==> src/include/sinh_macros.svh <==
`ifndef SINH_MACROS_SVH
`define SINH_MACROS_SVH

// Element width in bits
`define SINH_DATA_W 16

// Fraction bits of the unsigned Q4.12 format
`define SINH_FRAC_W 12

// Series accumulator width
`define SINH_ACC_W 32

// Series terms x, x^3/3!, x^5/5! and x^7/7!
`define SINH_TERMS 4

// Element counter and vector size width
`define SINH_INDEX_W 8

// Result FIFO entries
`define SINH_FIFO_DEPTH 4

`endif
==> src/sinh_pkg.sv <==
`include "sinh_macros.svh"

package sinh_pkg;

  ////////////////////
  // Vector configuration
  ////////////////////

  // Latched on start
  typedef struct packed {
    logic [`SINH_DATA_W-1:0]  modulus;  // Zero selects plain truncation
    logic [`SINH_INDEX_W-1:0] count;    // Zero counts as one element
  } sinh_cfg_t;

  ////////////////////
  // Result FIFO entry
  ////////////////////

  typedef struct packed {
    logic [`SINH_DATA_W-1:0] value;
    logic                    last;      // Final element of the vector
  } sinh_entry_t;

endpackage

==> src/sinh_vector_unit.sv <==
`include "sinh_macros.svh"

module sinh_vector_unit
  import sinh_pkg::*;
(
  input  logic                     CLK,
  input  logic                     RST,

  // Vector control
  input  logic                     start,
  input  logic [`SINH_INDEX_W-1:0] size_in,
  input  logic [`SINH_DATA_W-1:0]  modulo_in,
  output logic                     ready,

  // Element input
  input  logic [`SINH_DATA_W-1:0]  data_in,
  input  logic                     data_in_enable,
  output logic                     elem_done,

  // Result output
  input  logic                     pop,
  output logic [`SINH_DATA_W-1:0]  result_data,
  output logic                     result_strobe,
  output logic                     result_last,
  output logic                     result_avail
);

  ////////////////////
  // Internal wires
  ////////////////////

  // Sequencer to FIFO
  logic        fifo_write;
  sinh_entry_t write_entry;
  logic        fifo_full;

  // FIFO to drain
  logic        fifo_read;
  sinh_entry_t head_entry;
  logic        fifo_empty;

  ////////////////////
  // Producer
  ////////////////////

  sinh_vector_sequencer seq0 (
    .CLK            (CLK),
    .RST            (RST),
    .start          (start),
    .size_in        (size_in),
    .modulo_in      (modulo_in),
    .data_in_enable (data_in_enable),
    .data_in        (data_in),
    .fifo_full      (fifo_full),
    .ready          (ready),
    .elem_done      (elem_done),
    .fifo_write     (fifo_write),
    .fifo_entry     (write_entry)
  );

  // Result buffer
  sinh_result_fifo fifo0 (
    .CLK         (CLK),
    .RST         (RST),
    .write       (fifo_write),
    .write_entry (write_entry),
    .read        (fifo_read),
    .read_entry  (head_entry),
    .full        (fifo_full),
    .empty       (fifo_empty)
  );

  ////////////////////
  // Consumer
  ////////////////////

  sinh_result_drain drain0 (
    .CLK           (CLK),
    .RST           (RST),
    .pop           (pop),
    .fifo_empty    (fifo_empty),
    .head_entry    (head_entry),
    .fifo_read     (fifo_read),
    .result_data   (result_data),
    .result_strobe (result_strobe),
    .result_last   (result_last),
    .result_avail  (result_avail)
  );

endmodule

==> src/sinh_result_drain.sv <==
`include "sinh_macros.svh"

module sinh_result_drain
  import sinh_pkg::*;
(
  input  logic                    CLK,
  input  logic                    RST,
  input  logic                    pop,
  input  logic                    fifo_empty,
  input  sinh_entry_t             head_entry,
  output logic                    fifo_read,
  output logic [`SINH_DATA_W-1:0] result_data,
  output logic                    result_strobe,
  output logic                    result_last,
  output logic                    result_avail
);

  ////////////////////
  // Pop qualification
  ////////////////////

  // Pop honored only with data shown to the host
  // Empty check covers the cycle where result_avail still lags
  assign fifo_read = pop && result_avail && !fifo_empty;

  ////////////////////
  // Host side flags
  ////////////////////

  always_ff @(posedge CLK or posedge RST) begin
    if (RST) begin
      result_avail  <= 1'b0;
      result_strobe <= 1'b0;
      result_last   <= 1'b0;
    end else begin
      // Registered copy of not empty
      result_avail  <= !fifo_empty;
      // Strobe one cycle after the read
      result_strobe <= fifo_read;
      // Vector boundary marker
      result_last   <= fifo_read && head_entry.last;
    end
  end

  ////////////////////
  // Result value
  ////////////////////

  always_ff @(posedge CLK) begin
    if (fifo_read) begin
      result_data <= head_entry.value;
    end
  end

endmodule

==> src/sinh_result_fifo.sv <==
`include "sinh_macros.svh"

module sinh_result_fifo
  import sinh_pkg::*;
(
  input  logic        CLK,
  input  logic        RST,
  input  logic        write,
  input  sinh_entry_t write_entry,
  input  logic        read,
  output sinh_entry_t read_entry,
  output logic        full,
  output logic        empty
);

  ////////////////////
  // Signals
  ////////////////////

  // Storage
  sinh_entry_t                              mem [`SINH_FIFO_DEPTH];

  // Pointers and occupancy
  logic [$clog2(`SINH_FIFO_DEPTH)-1:0]      wr_ptr_q;
  logic [$clog2(`SINH_FIFO_DEPTH)-1:0]      rd_ptr_q;
  logic [$clog2(`SINH_FIFO_DEPTH + 1)-1:0]  count_q;
  logic [$clog2(`SINH_FIFO_DEPTH + 1)-1:0]  count_next;

  // Write while full and read while empty are dropped
  logic                                     do_write;
  logic                                     do_read;

  assign do_write = write && !full;
  assign do_read  = read && !empty;

  // Head entry
  assign read_entry = mem[rd_ptr_q];

  always_comb begin
    count_next = count_q;
    if (do_write && !do_read) begin
      count_next = count_q + 1'b1;
    end else if (do_read && !do_write) begin
      count_next = count_q - 1'b1;
    end
  end

  ////////////////////
  // Pointers and levels
  ////////////////////

  always_ff @(posedge CLK or posedge RST) begin
    if (RST) begin
      wr_ptr_q <= '0;
      rd_ptr_q <= '0;
      count_q  <= '0;
      full     <= 1'b0;
      empty    <= 1'b1;
    end else begin
      if (do_write) begin
        // Wrap at depth
        wr_ptr_q <= (wr_ptr_q == `SINH_FIFO_DEPTH - 1) ? '0 : wr_ptr_q + 1'b1;
      end
      if (do_read) begin
        rd_ptr_q <= (rd_ptr_q == `SINH_FIFO_DEPTH - 1) ? '0 : rd_ptr_q + 1'b1;
      end
      count_q <= count_next;
      full    <= (count_next == `SINH_FIFO_DEPTH);
      empty   <= (count_next == '0);
    end
  end

  // Entry storage
  always_ff @(posedge CLK) begin
    if (do_write) begin
      mem[wr_ptr_q] <= write_entry;
    end
  end

endmodule

==> src/sinh_vector_sequencer.sv <==
`include "sinh_macros.svh"

module sinh_vector_sequencer
  import sinh_pkg::*;
(
  input  logic                     CLK,
  input  logic                     RST,
  input  logic                     start,
  input  logic [`SINH_INDEX_W-1:0] size_in,
  input  logic [`SINH_DATA_W-1:0]  modulo_in,
  input  logic                     data_in_enable,
  input  logic [`SINH_DATA_W-1:0]  data_in,
  input  logic                     fifo_full,
  output logic                     ready,
  output logic                     elem_done,
  output logic                     fifo_write,
  output sinh_entry_t              fifo_entry
);

  ////////////////////
  // Types
  ////////////////////

  typedef enum logic [1:0] {
    STARTER_STATE,
    INPUT_STATE,
    ENDER_STATE
  } seq_state_t;

  ////////////////////
  // Signals
  ////////////////////

  // FSM
  seq_state_t               state_q;
  logic [`SINH_INDEX_W-1:0] index_q;

  // Vector configuration
  sinh_cfg_t                cfg_q;

  // Core handshake
  logic                     core_start_q;
  logic                     core_ready;
  logic [`SINH_DATA_W-1:0]  core_data;
  logic [`SINH_DATA_W-1:0]  elem_q;

  // Result waiting for FIFO space
  logic [`SINH_DATA_W-1:0]  result_q;
  logic                     held_q;

  logic                     is_last;
  logic                     write_now;

  ////////////////////
  // Outputs
  ////////////////////

  // Size zero behaves like size one
  assign is_last   = (cfg_q.count == '0) || (index_q == cfg_q.count - 1'b1);
  // Write as soon as the FIFO has room
  assign write_now = (state_q == ENDER_STATE) && held_q && !fifo_full;

  assign fifo_write = write_now;
  assign elem_done  = write_now;
  assign ready      = write_now && is_last;

  always_comb begin
    fifo_entry.value = result_q;
    fifo_entry.last  = is_last;
  end

  ////////////////////
  // Control FSM
  ////////////////////

  always_ff @(posedge CLK or posedge RST) begin
    if (RST) begin
      state_q      <= STARTER_STATE;
      index_q      <= '0;
      core_start_q <= 1'b0;
      held_q       <= 1'b0;
    end else begin
      core_start_q <= 1'b0;
      case (state_q)
        STARTER_STATE: begin
          if (start) begin
            index_q <= '0;
            state_q <= INPUT_STATE;
          end
        end
        INPUT_STATE: begin
          // Element latched here and the core starts next cycle
          if (data_in_enable) begin
            core_start_q <= 1'b1;
            held_q       <= 1'b0;
            state_q      <= ENDER_STATE;
          end
        end
        ENDER_STATE: begin
          if (core_ready) begin
            held_q <= 1'b1;
          end
          if (write_now) begin
            held_q <= 1'b0;
            if (is_last) begin
              state_q <= STARTER_STATE;
            end else begin
              index_q <= index_q + 1'b1;
              state_q <= INPUT_STATE;
            end
          end
        end
        default: begin
          state_q <= STARTER_STATE;
        end
      endcase
    end
  end

  // Configuration, element and result
  always_ff @(posedge CLK) begin
    if ((state_q == STARTER_STATE) && start) begin
      cfg_q.modulus <= modulo_in;
      cfg_q.count   <= size_in;
    end
    if ((state_q == INPUT_STATE) && data_in_enable) begin
      elem_q <= data_in;
    end
    if (core_ready) begin
      result_q <= core_data;
    end
  end

  ////////////////////
  // Scalar core
  ////////////////////

  sinh_series_core core0 (
    .CLK      (CLK),
    .RST      (RST),
    .start    (core_start_q),
    .modulo   (cfg_q.modulus),
    .data_in  (elem_q),
    .ready    (core_ready),
    .data_out (core_data)
  );

endmodule

==> src/sinh_series_core.sv <==
`include "sinh_macros.svh"

module sinh_series_core (
  input  logic                    CLK,
  input  logic                    RST,
  input  logic                    start,
  input  logic [`SINH_DATA_W-1:0] modulo,
  input  logic [`SINH_DATA_W-1:0] data_in,
  output logic                    ready,
  output logic [`SINH_DATA_W-1:0] data_out
);

  ////////////////////
  // Signals
  ////////////////////

  // Sequencing
  logic                                  busy_q;
  logic [$clog2(`SINH_TERMS + 1)-1:0]    step_q;
  logic                                  load;
  logic                                  term_step;
  logic                                  reduce_step;

  // Operands
  logic [`SINH_DATA_W-1:0]               x_q;
  logic [`SINH_DATA_W-1:0]               mod_q;

  // Running term and partial sum
  logic [`SINH_ACC_W-1:0]                term_q;
  logic [`SINH_ACC_W-1:0]                sum_q;

  // Term datapath
  logic [63:0]                           term_ext;
  logic [63:0]                           x_ext;
  logic [63:0]                           product;
  logic [`SINH_ACC_W-1:0]                scaled;
  logic [`SINH_ACC_W-1:0]                divisor;
  logic [`SINH_ACC_W-1:0]                next_term;
  logic [`SINH_ACC_W-1:0]                reduced;

  ////////////////////
  // Step decode
  ////////////////////

  // Start while busy is dropped
  assign load        = start && !busy_q;
  assign reduce_step = busy_q && (step_q == `SINH_TERMS);
  assign term_step   = busy_q && !reduce_step;

  ////////////////////
  // Term datapath
  ////////////////////

  always_comb begin
    term_ext = {{(64 - `SINH_ACC_W){1'b0}}, term_q};
    x_ext    = {{(64 - `SINH_DATA_W){1'b0}}, x_q};
    // term * x * x in 64 bits
    product  = term_ext * x_ext * x_ext;
    // Back to Q4.12 after two multiplies
    scaled   = product[`SINH_ACC_W + 2*`SINH_FRAC_W - 1 : 2*`SINH_FRAC_W];
    // Ratio of consecutive odd factorials
    case (step_q)
      1:       divisor = 6;
      2:       divisor = 20;
      3:       divisor = 42;
      default: divisor = 1;
    endcase
    next_term = scaled / divisor;
    // Modular reduction of the final sum
    reduced   = sum_q % {{(`SINH_ACC_W - `SINH_DATA_W){1'b0}}, mod_q};
  end

  ////////////////////
  // Control
  ////////////////////

  always_ff @(posedge CLK or posedge RST) begin
    if (RST) begin
      busy_q <= 1'b0;
      step_q <= '0;
      ready  <= 1'b0;
    end else begin
      // One-cycle pulse
      ready <= 1'b0;
      if (load) begin
        busy_q <= 1'b1;
        step_q <= 1;
      end else if (reduce_step) begin
        // Done after load, three terms and reduce
        busy_q <= 1'b0;
        step_q <= '0;
        ready  <= 1'b1;
      end else if (term_step) begin
        step_q <= step_q + 1'b1;
      end
    end
  end

  ////////////////////
  // Datapath registers
  ////////////////////

  always_ff @(posedge CLK) begin
    if (load) begin
      x_q    <= data_in;
      mod_q  <= modulo;
      // First term is x itself
      term_q <= {{(`SINH_ACC_W - `SINH_DATA_W){1'b0}}, data_in};
      sum_q  <= {{(`SINH_ACC_W - `SINH_DATA_W){1'b0}}, data_in};
    end else if (term_step) begin
      term_q <= next_term;
      // Wraps modulo 2^ACC_W
      sum_q  <= sum_q + next_term;
    end
    if (reduce_step) begin
      if (mod_q != '0) begin
        data_out <= reduced[`SINH_DATA_W-1:0];
      end else begin
        data_out <= sum_q[`SINH_DATA_W-1:0];
      end
    end
  end

endmodule

==> config.mk <==
export PLATFORM = sky130hd
export DESIGN_NAME = sinh_vector_unit
export DESIGN_NICKNAME = d
export VERILOG_FILES = /design/src/sinh_pkg.sv /design/src/sinh_vector_unit.sv /design/src/sinh_result_drain.sv /design/src/sinh_result_fifo.sv /design/src/sinh_vector_sequencer.sv /design/src/sinh_series_core.sv
export VERILOG_INCLUDE_DIRS = /design/src /design/src/include
export SDC_FILE = /design/constraint.sdc
export NUM_CORES = 2
export LEC_CHECK = 0
export ABC_AREA = 1
export BUFFER_PORTS_ARGS = -buffer_cell sky130_fd_sc_hd__buf_2
export CAP_MARGIN = 20
export CORE_MARGIN = 4
export CORE_UTILIZATION = 57
export CTS_BUF_LIST = sky130_fd_sc_hd__clkbuf_16
export CTS_CLUSTER_DIAMETER = 200
export DETAILED_ROUTE_END_ITERATION = 8
export MAX_ROUTING_LAYER = met4
export PLACE_DENSITY = 0.76
export SYNTH_ARGS = -nofsm -noshare
export SYNTH_HDL_FRONTEND = slang
export SYNTH_HIERARCHICAL = 1
export SYNTH_SLANG_ARGS = --single-unit
export TNS_END_PERCENT = 10
==> constraint.sdc <==
create_clock -name CLK -period 111.3 [get_ports CLK]
set_clock_uncertainty 0.15 [all_clocks]
set_input_delay 11.13 -clock CLK [delete_from_list [all_inputs] [get_ports CLK]]
set_output_delay 11.13 -clock CLK [all_outputs]
set_load 0.02 [all_outputs]
==> flow_summary.ini <==
[route]
ant_nets = 0
post_drt_wl_per_cell_um = 17.1
route.detailed.drc = 0
detail_routed_via_count_per_cell = 5.50
dr.pass1.iters = 8
drt-total-wl_um = 274000
route.vias.total = 87886
drt_first_iter_violations = 7073

[synthesis]
postSynthNetCount = 15846
post_synth.cell_area_avg_um2 = 6.78
ys_seq_area_frac = 0.0844
synth_edf_count = 220
synth_top_area_cell = sky130_fd_sc_hd__fa_1
postSynthCellCount = 13931
fraction_of_synthesized_cell_area_taken_by_the_top_area_cell_type = 0.219
synthTopCellsByArea = sky130_fd_sc_hd__fa_1 22%, sky130_fd_sc_hd__nand2_1 14%, sky130_fd_sc_hd__ha_1 11%
post_synth_num_cell_types = 86
mappedNetlistArea_um2 = 94400
yosys_warnings = 6
ys_seq_elements = 281
synth_top_flop_cell = sky130_fd_sc_hd__edfxtp_1
synth_async_sr_flop_share = 0.103

[floorplanning]
core-area_um2 = 165000
fp-row-count = 149
fp.dieH_um = 415
start_util = 0.573
io-pin-count = 66
die_w_um = 415
floorplan.die_area_um2 = 172000

[global_route]
via_count_of_the_first_global_routing_pass = 84319
initial_antenna_violation_count = 8
grt_start_max_net_pins = 64
grt_total_ovfl = 0
total_routing_usage_reported_by_global_routing = 0.324
grt_first_pass_wirelength_um = 443000

[min_path]
holdCritPathClass = flip-flop to flip-flop
worstHoldStart = seq0/cfg_q[10]$_DFFE_PP_

[worst_setup_path]
start_kind = flip-flop
crit_path_end_kind = flip-flop
setup.worst_path.start = seq0/core0/mod_q[12]$_DFFE_PP_
cpMostUsedCell = sky130_fd_sc_hd__a21oi_1
setup.worst_path.class = flip-flop to flip-flop
crit_path_max_fanout = 32
critical-path-slowest-cell = sky130_fd_sc_hd__nand3_1
required_ns = 111.52
worst_r2r_startpoint = seq0/core0/mod_q[12]$_DFFE_PP_
worst-endpoint-arrival_ns = 98.13
critPathMaxStageDelay_ns = 0.44

[sta]
fmax_mhz = 10.2
report.final.setup_viol = 0
setup_tns_after_final_layout_ns = 0
timing_hold_violations_final = 0
final.min_clock_period_ns = 97.91
worst_hold_slack_ns = 0.271
tightest_slew_ns = 1.10
maxSlewHeadroom = 0.264
rsz0062_at_grt = false
maxSlewViolCount = 0
final.period_utilization = 0.880

[clocking]
clock_insertion_delay_worst_skew_ns = 0.63
cts.sinks = 281
htreeDepth = 1
clk_transition_reported_paths_ns = 0.07
tritoncts_clock_tree = yes
cts-buffers-inserted = 31
clock_tree_root_buffer_cell = sky130_fd_sc_hd__clkbuf_16
clockBufferDepth = 3

[cells_and_area]
final_nets = 15683
finish.instance_area_um2 = 97800
footprint_of_the_multi_input_gates_um2 = 73900
area.growth.synth_to_final_pct = 3.53
n_fill_cell = 15796
layout-drive-gt1-share = 0.0659
non_filler_instances = 15987
area.sequential_um2 = 7970

[placement]
place_inst = 15911
postPlaceCellArea_um2 = 96500
io_buffer_count = 65
gp_congestion = 1.02
dpl.hpwl_um = 222000

[status]
status = complete, no violations

[flow_run]
maxCapViolCount = 0
## area by class of cell
class,count,area share
tap,2189,0.0280
clock buffer,31,0.00794
multi-input combinational,10397,0.755
sequential,281,0.0816
antenna,5,0.000128
inverter,2864,0.110
timing repair buffer,191,0.0133
timing repair inverter,2,0.000102
clock inverter,27,0.00308
## metal layers
metal	up-vias	part of all wire	GRT usage
met5	-	0	-
met4	0	0.043	0.111
met3	607	0.086	0.0489
met2	3341	0.45	0.517
met1	40911	0.42	0.421
li1	43027	-	-
## logic make-up (layout without fill, tap and decap cells)
group | after synthesis | after routing | share of synthesized area
xor+xnor | 600 | 600 | 0.0556
mux | 1 | 1 | 0.000106
other cells | 0 | 5 | 0
fa+ha+maj | 1870 | 1870 | 0.330
simple gates | 6195 | 6195 | 0.294
compound gates | 1731 | 1731 | 0.102
buf+inv | 3253 | 3115 | 0.134
flops | 281 | 281 | 0.0844
## worst max-delay path, delay by kind of cell (launching register included)
kind | cells | cell delay, ns
flops | 1 | 0.36
xor+xnor | 1 | 0.17
fa+ha+maj | 38 | 11.98
simple gates | 219 | 29.12
buf+inv | 194 | 20.78
compound gates | 340 | 61.14
## timing repair
item / CTS / global route
buffers inserted: 0 / 9
resized for setup: 0 / 14
setup endpoints to repair: 0 / 16
hold buffers: 0 / 0
## cell usage after synthesis, types with 68 or more instances
library cell and count:
sky130_fd_sc_hd__ha_1 835, sky130_fd_sc_hd__edfxtp_1 220, sky130_fd_sc_hd__nand2_2 150, sky130_fd_sc_hd__xor2_1 384, sky130_fd_sc_hd__nand3_2 115, sky130_fd_sc_hd__o21ai_0 724
sky130_fd_sc_hd__a21oi_1 571, sky130_fd_sc_hd__o21ai_1 89, sky130_fd_sc_hd__clkbuf_1 277, sky130_fd_sc_hd__nand3_1 624, sky130_fd_sc_hd__nor2_2 68, sky130_fd_sc_hd__nand4_1 224
sky130_fd_sc_hd__nand2_1 3494, sky130_fd_sc_hd__xnor2_1 216, sky130_fd_sc_hd__nor3_1 88, sky130_fd_sc_hd__fa_1 1035, sky130_fd_sc_hd__nor2_1 1144, sky130_fd_sc_hd__inv_1 2752
## metrics by stage
step,utilization,setup WS (ns)
after CTS,0.592,10.96
after global routing,0.593,0.0940
after floorplan,-,21.33
final,0.593,13.39
after global placement,0.586,14.08
after detailed placement,0.586,11.45
## worst paths after layout
| path | endpoint | slack, ns | cells after the start |
|---|---|---|---|
| setup / recovery | seq0/core0/data_out[15]$_DFFE_PP_ | 13.39 | 792 |
| hold reg to reg | seq0/core0/mod_q[2]$_DFFE_PP_ | 0.27 | 0 |
| setup reg to reg | seq0/core0/data_out[15]$_DFFE_PP_ | 13.39 | 622 |
| hold / removal | seq0/core0/mod_q[2]$_DFFE_PP_ | 0.27 | 0 |
| min in group asynchronous | drain0/result_avail$_DFF_PP0_ | 10.31 | 2 |
| max in group asynchronous | seq0/core_start_q$_DFF_PP0_ | 100.18 | 2 |
## cells in the final DEF (no fill, tap or decap), types with 88 or more instances in the layout
cell and count:
sky130_fd_sc_hd__nand2_1 3492, sky130_fd_sc_hd__inv_1 2747, sky130_fd_sc_hd__nor2_1 1142, sky130_fd_sc_hd__fa_1 1035
sky130_fd_sc_hd__ha_1 835, sky130_fd_sc_hd__o21ai_0 723, sky130_fd_sc_hd__nand3_1 621, sky130_fd_sc_hd__a21oi_1 571
sky130_fd_sc_hd__xor2_1 383, sky130_fd_sc_hd__nand4_1 224, sky130_fd_sc_hd__edfxtp_1 220, sky130_fd_sc_hd__xnor2_1 215
sky130_fd_sc_hd__nand2_2 152, sky130_fd_sc_hd__buf_4 124, sky130_fd_sc_hd__nand3_2 118, sky130_fd_sc_hd__o21ai_1 88
sky130_fd_sc_hd__nor3_1 88
## state kept, by name, indices dropped and copies added, names as in the netlist, 8 cells and up
register and count:
fifo0/mem 68, seq0/core0/sum_q 32, seq0/core0/term_q 32, seq0/cfg_q 24, drain0/result_data 16, seq0/core0/data_out 16, seq0/core0/mod_q 16, seq0/core0/x_q 16
seq0/elem_q 16, seq0/result_q 16, seq0/index_q 8
Power is not shown: default switching activity piles up to over one toggle a cycle in this logic, so the estimate is an artifact.
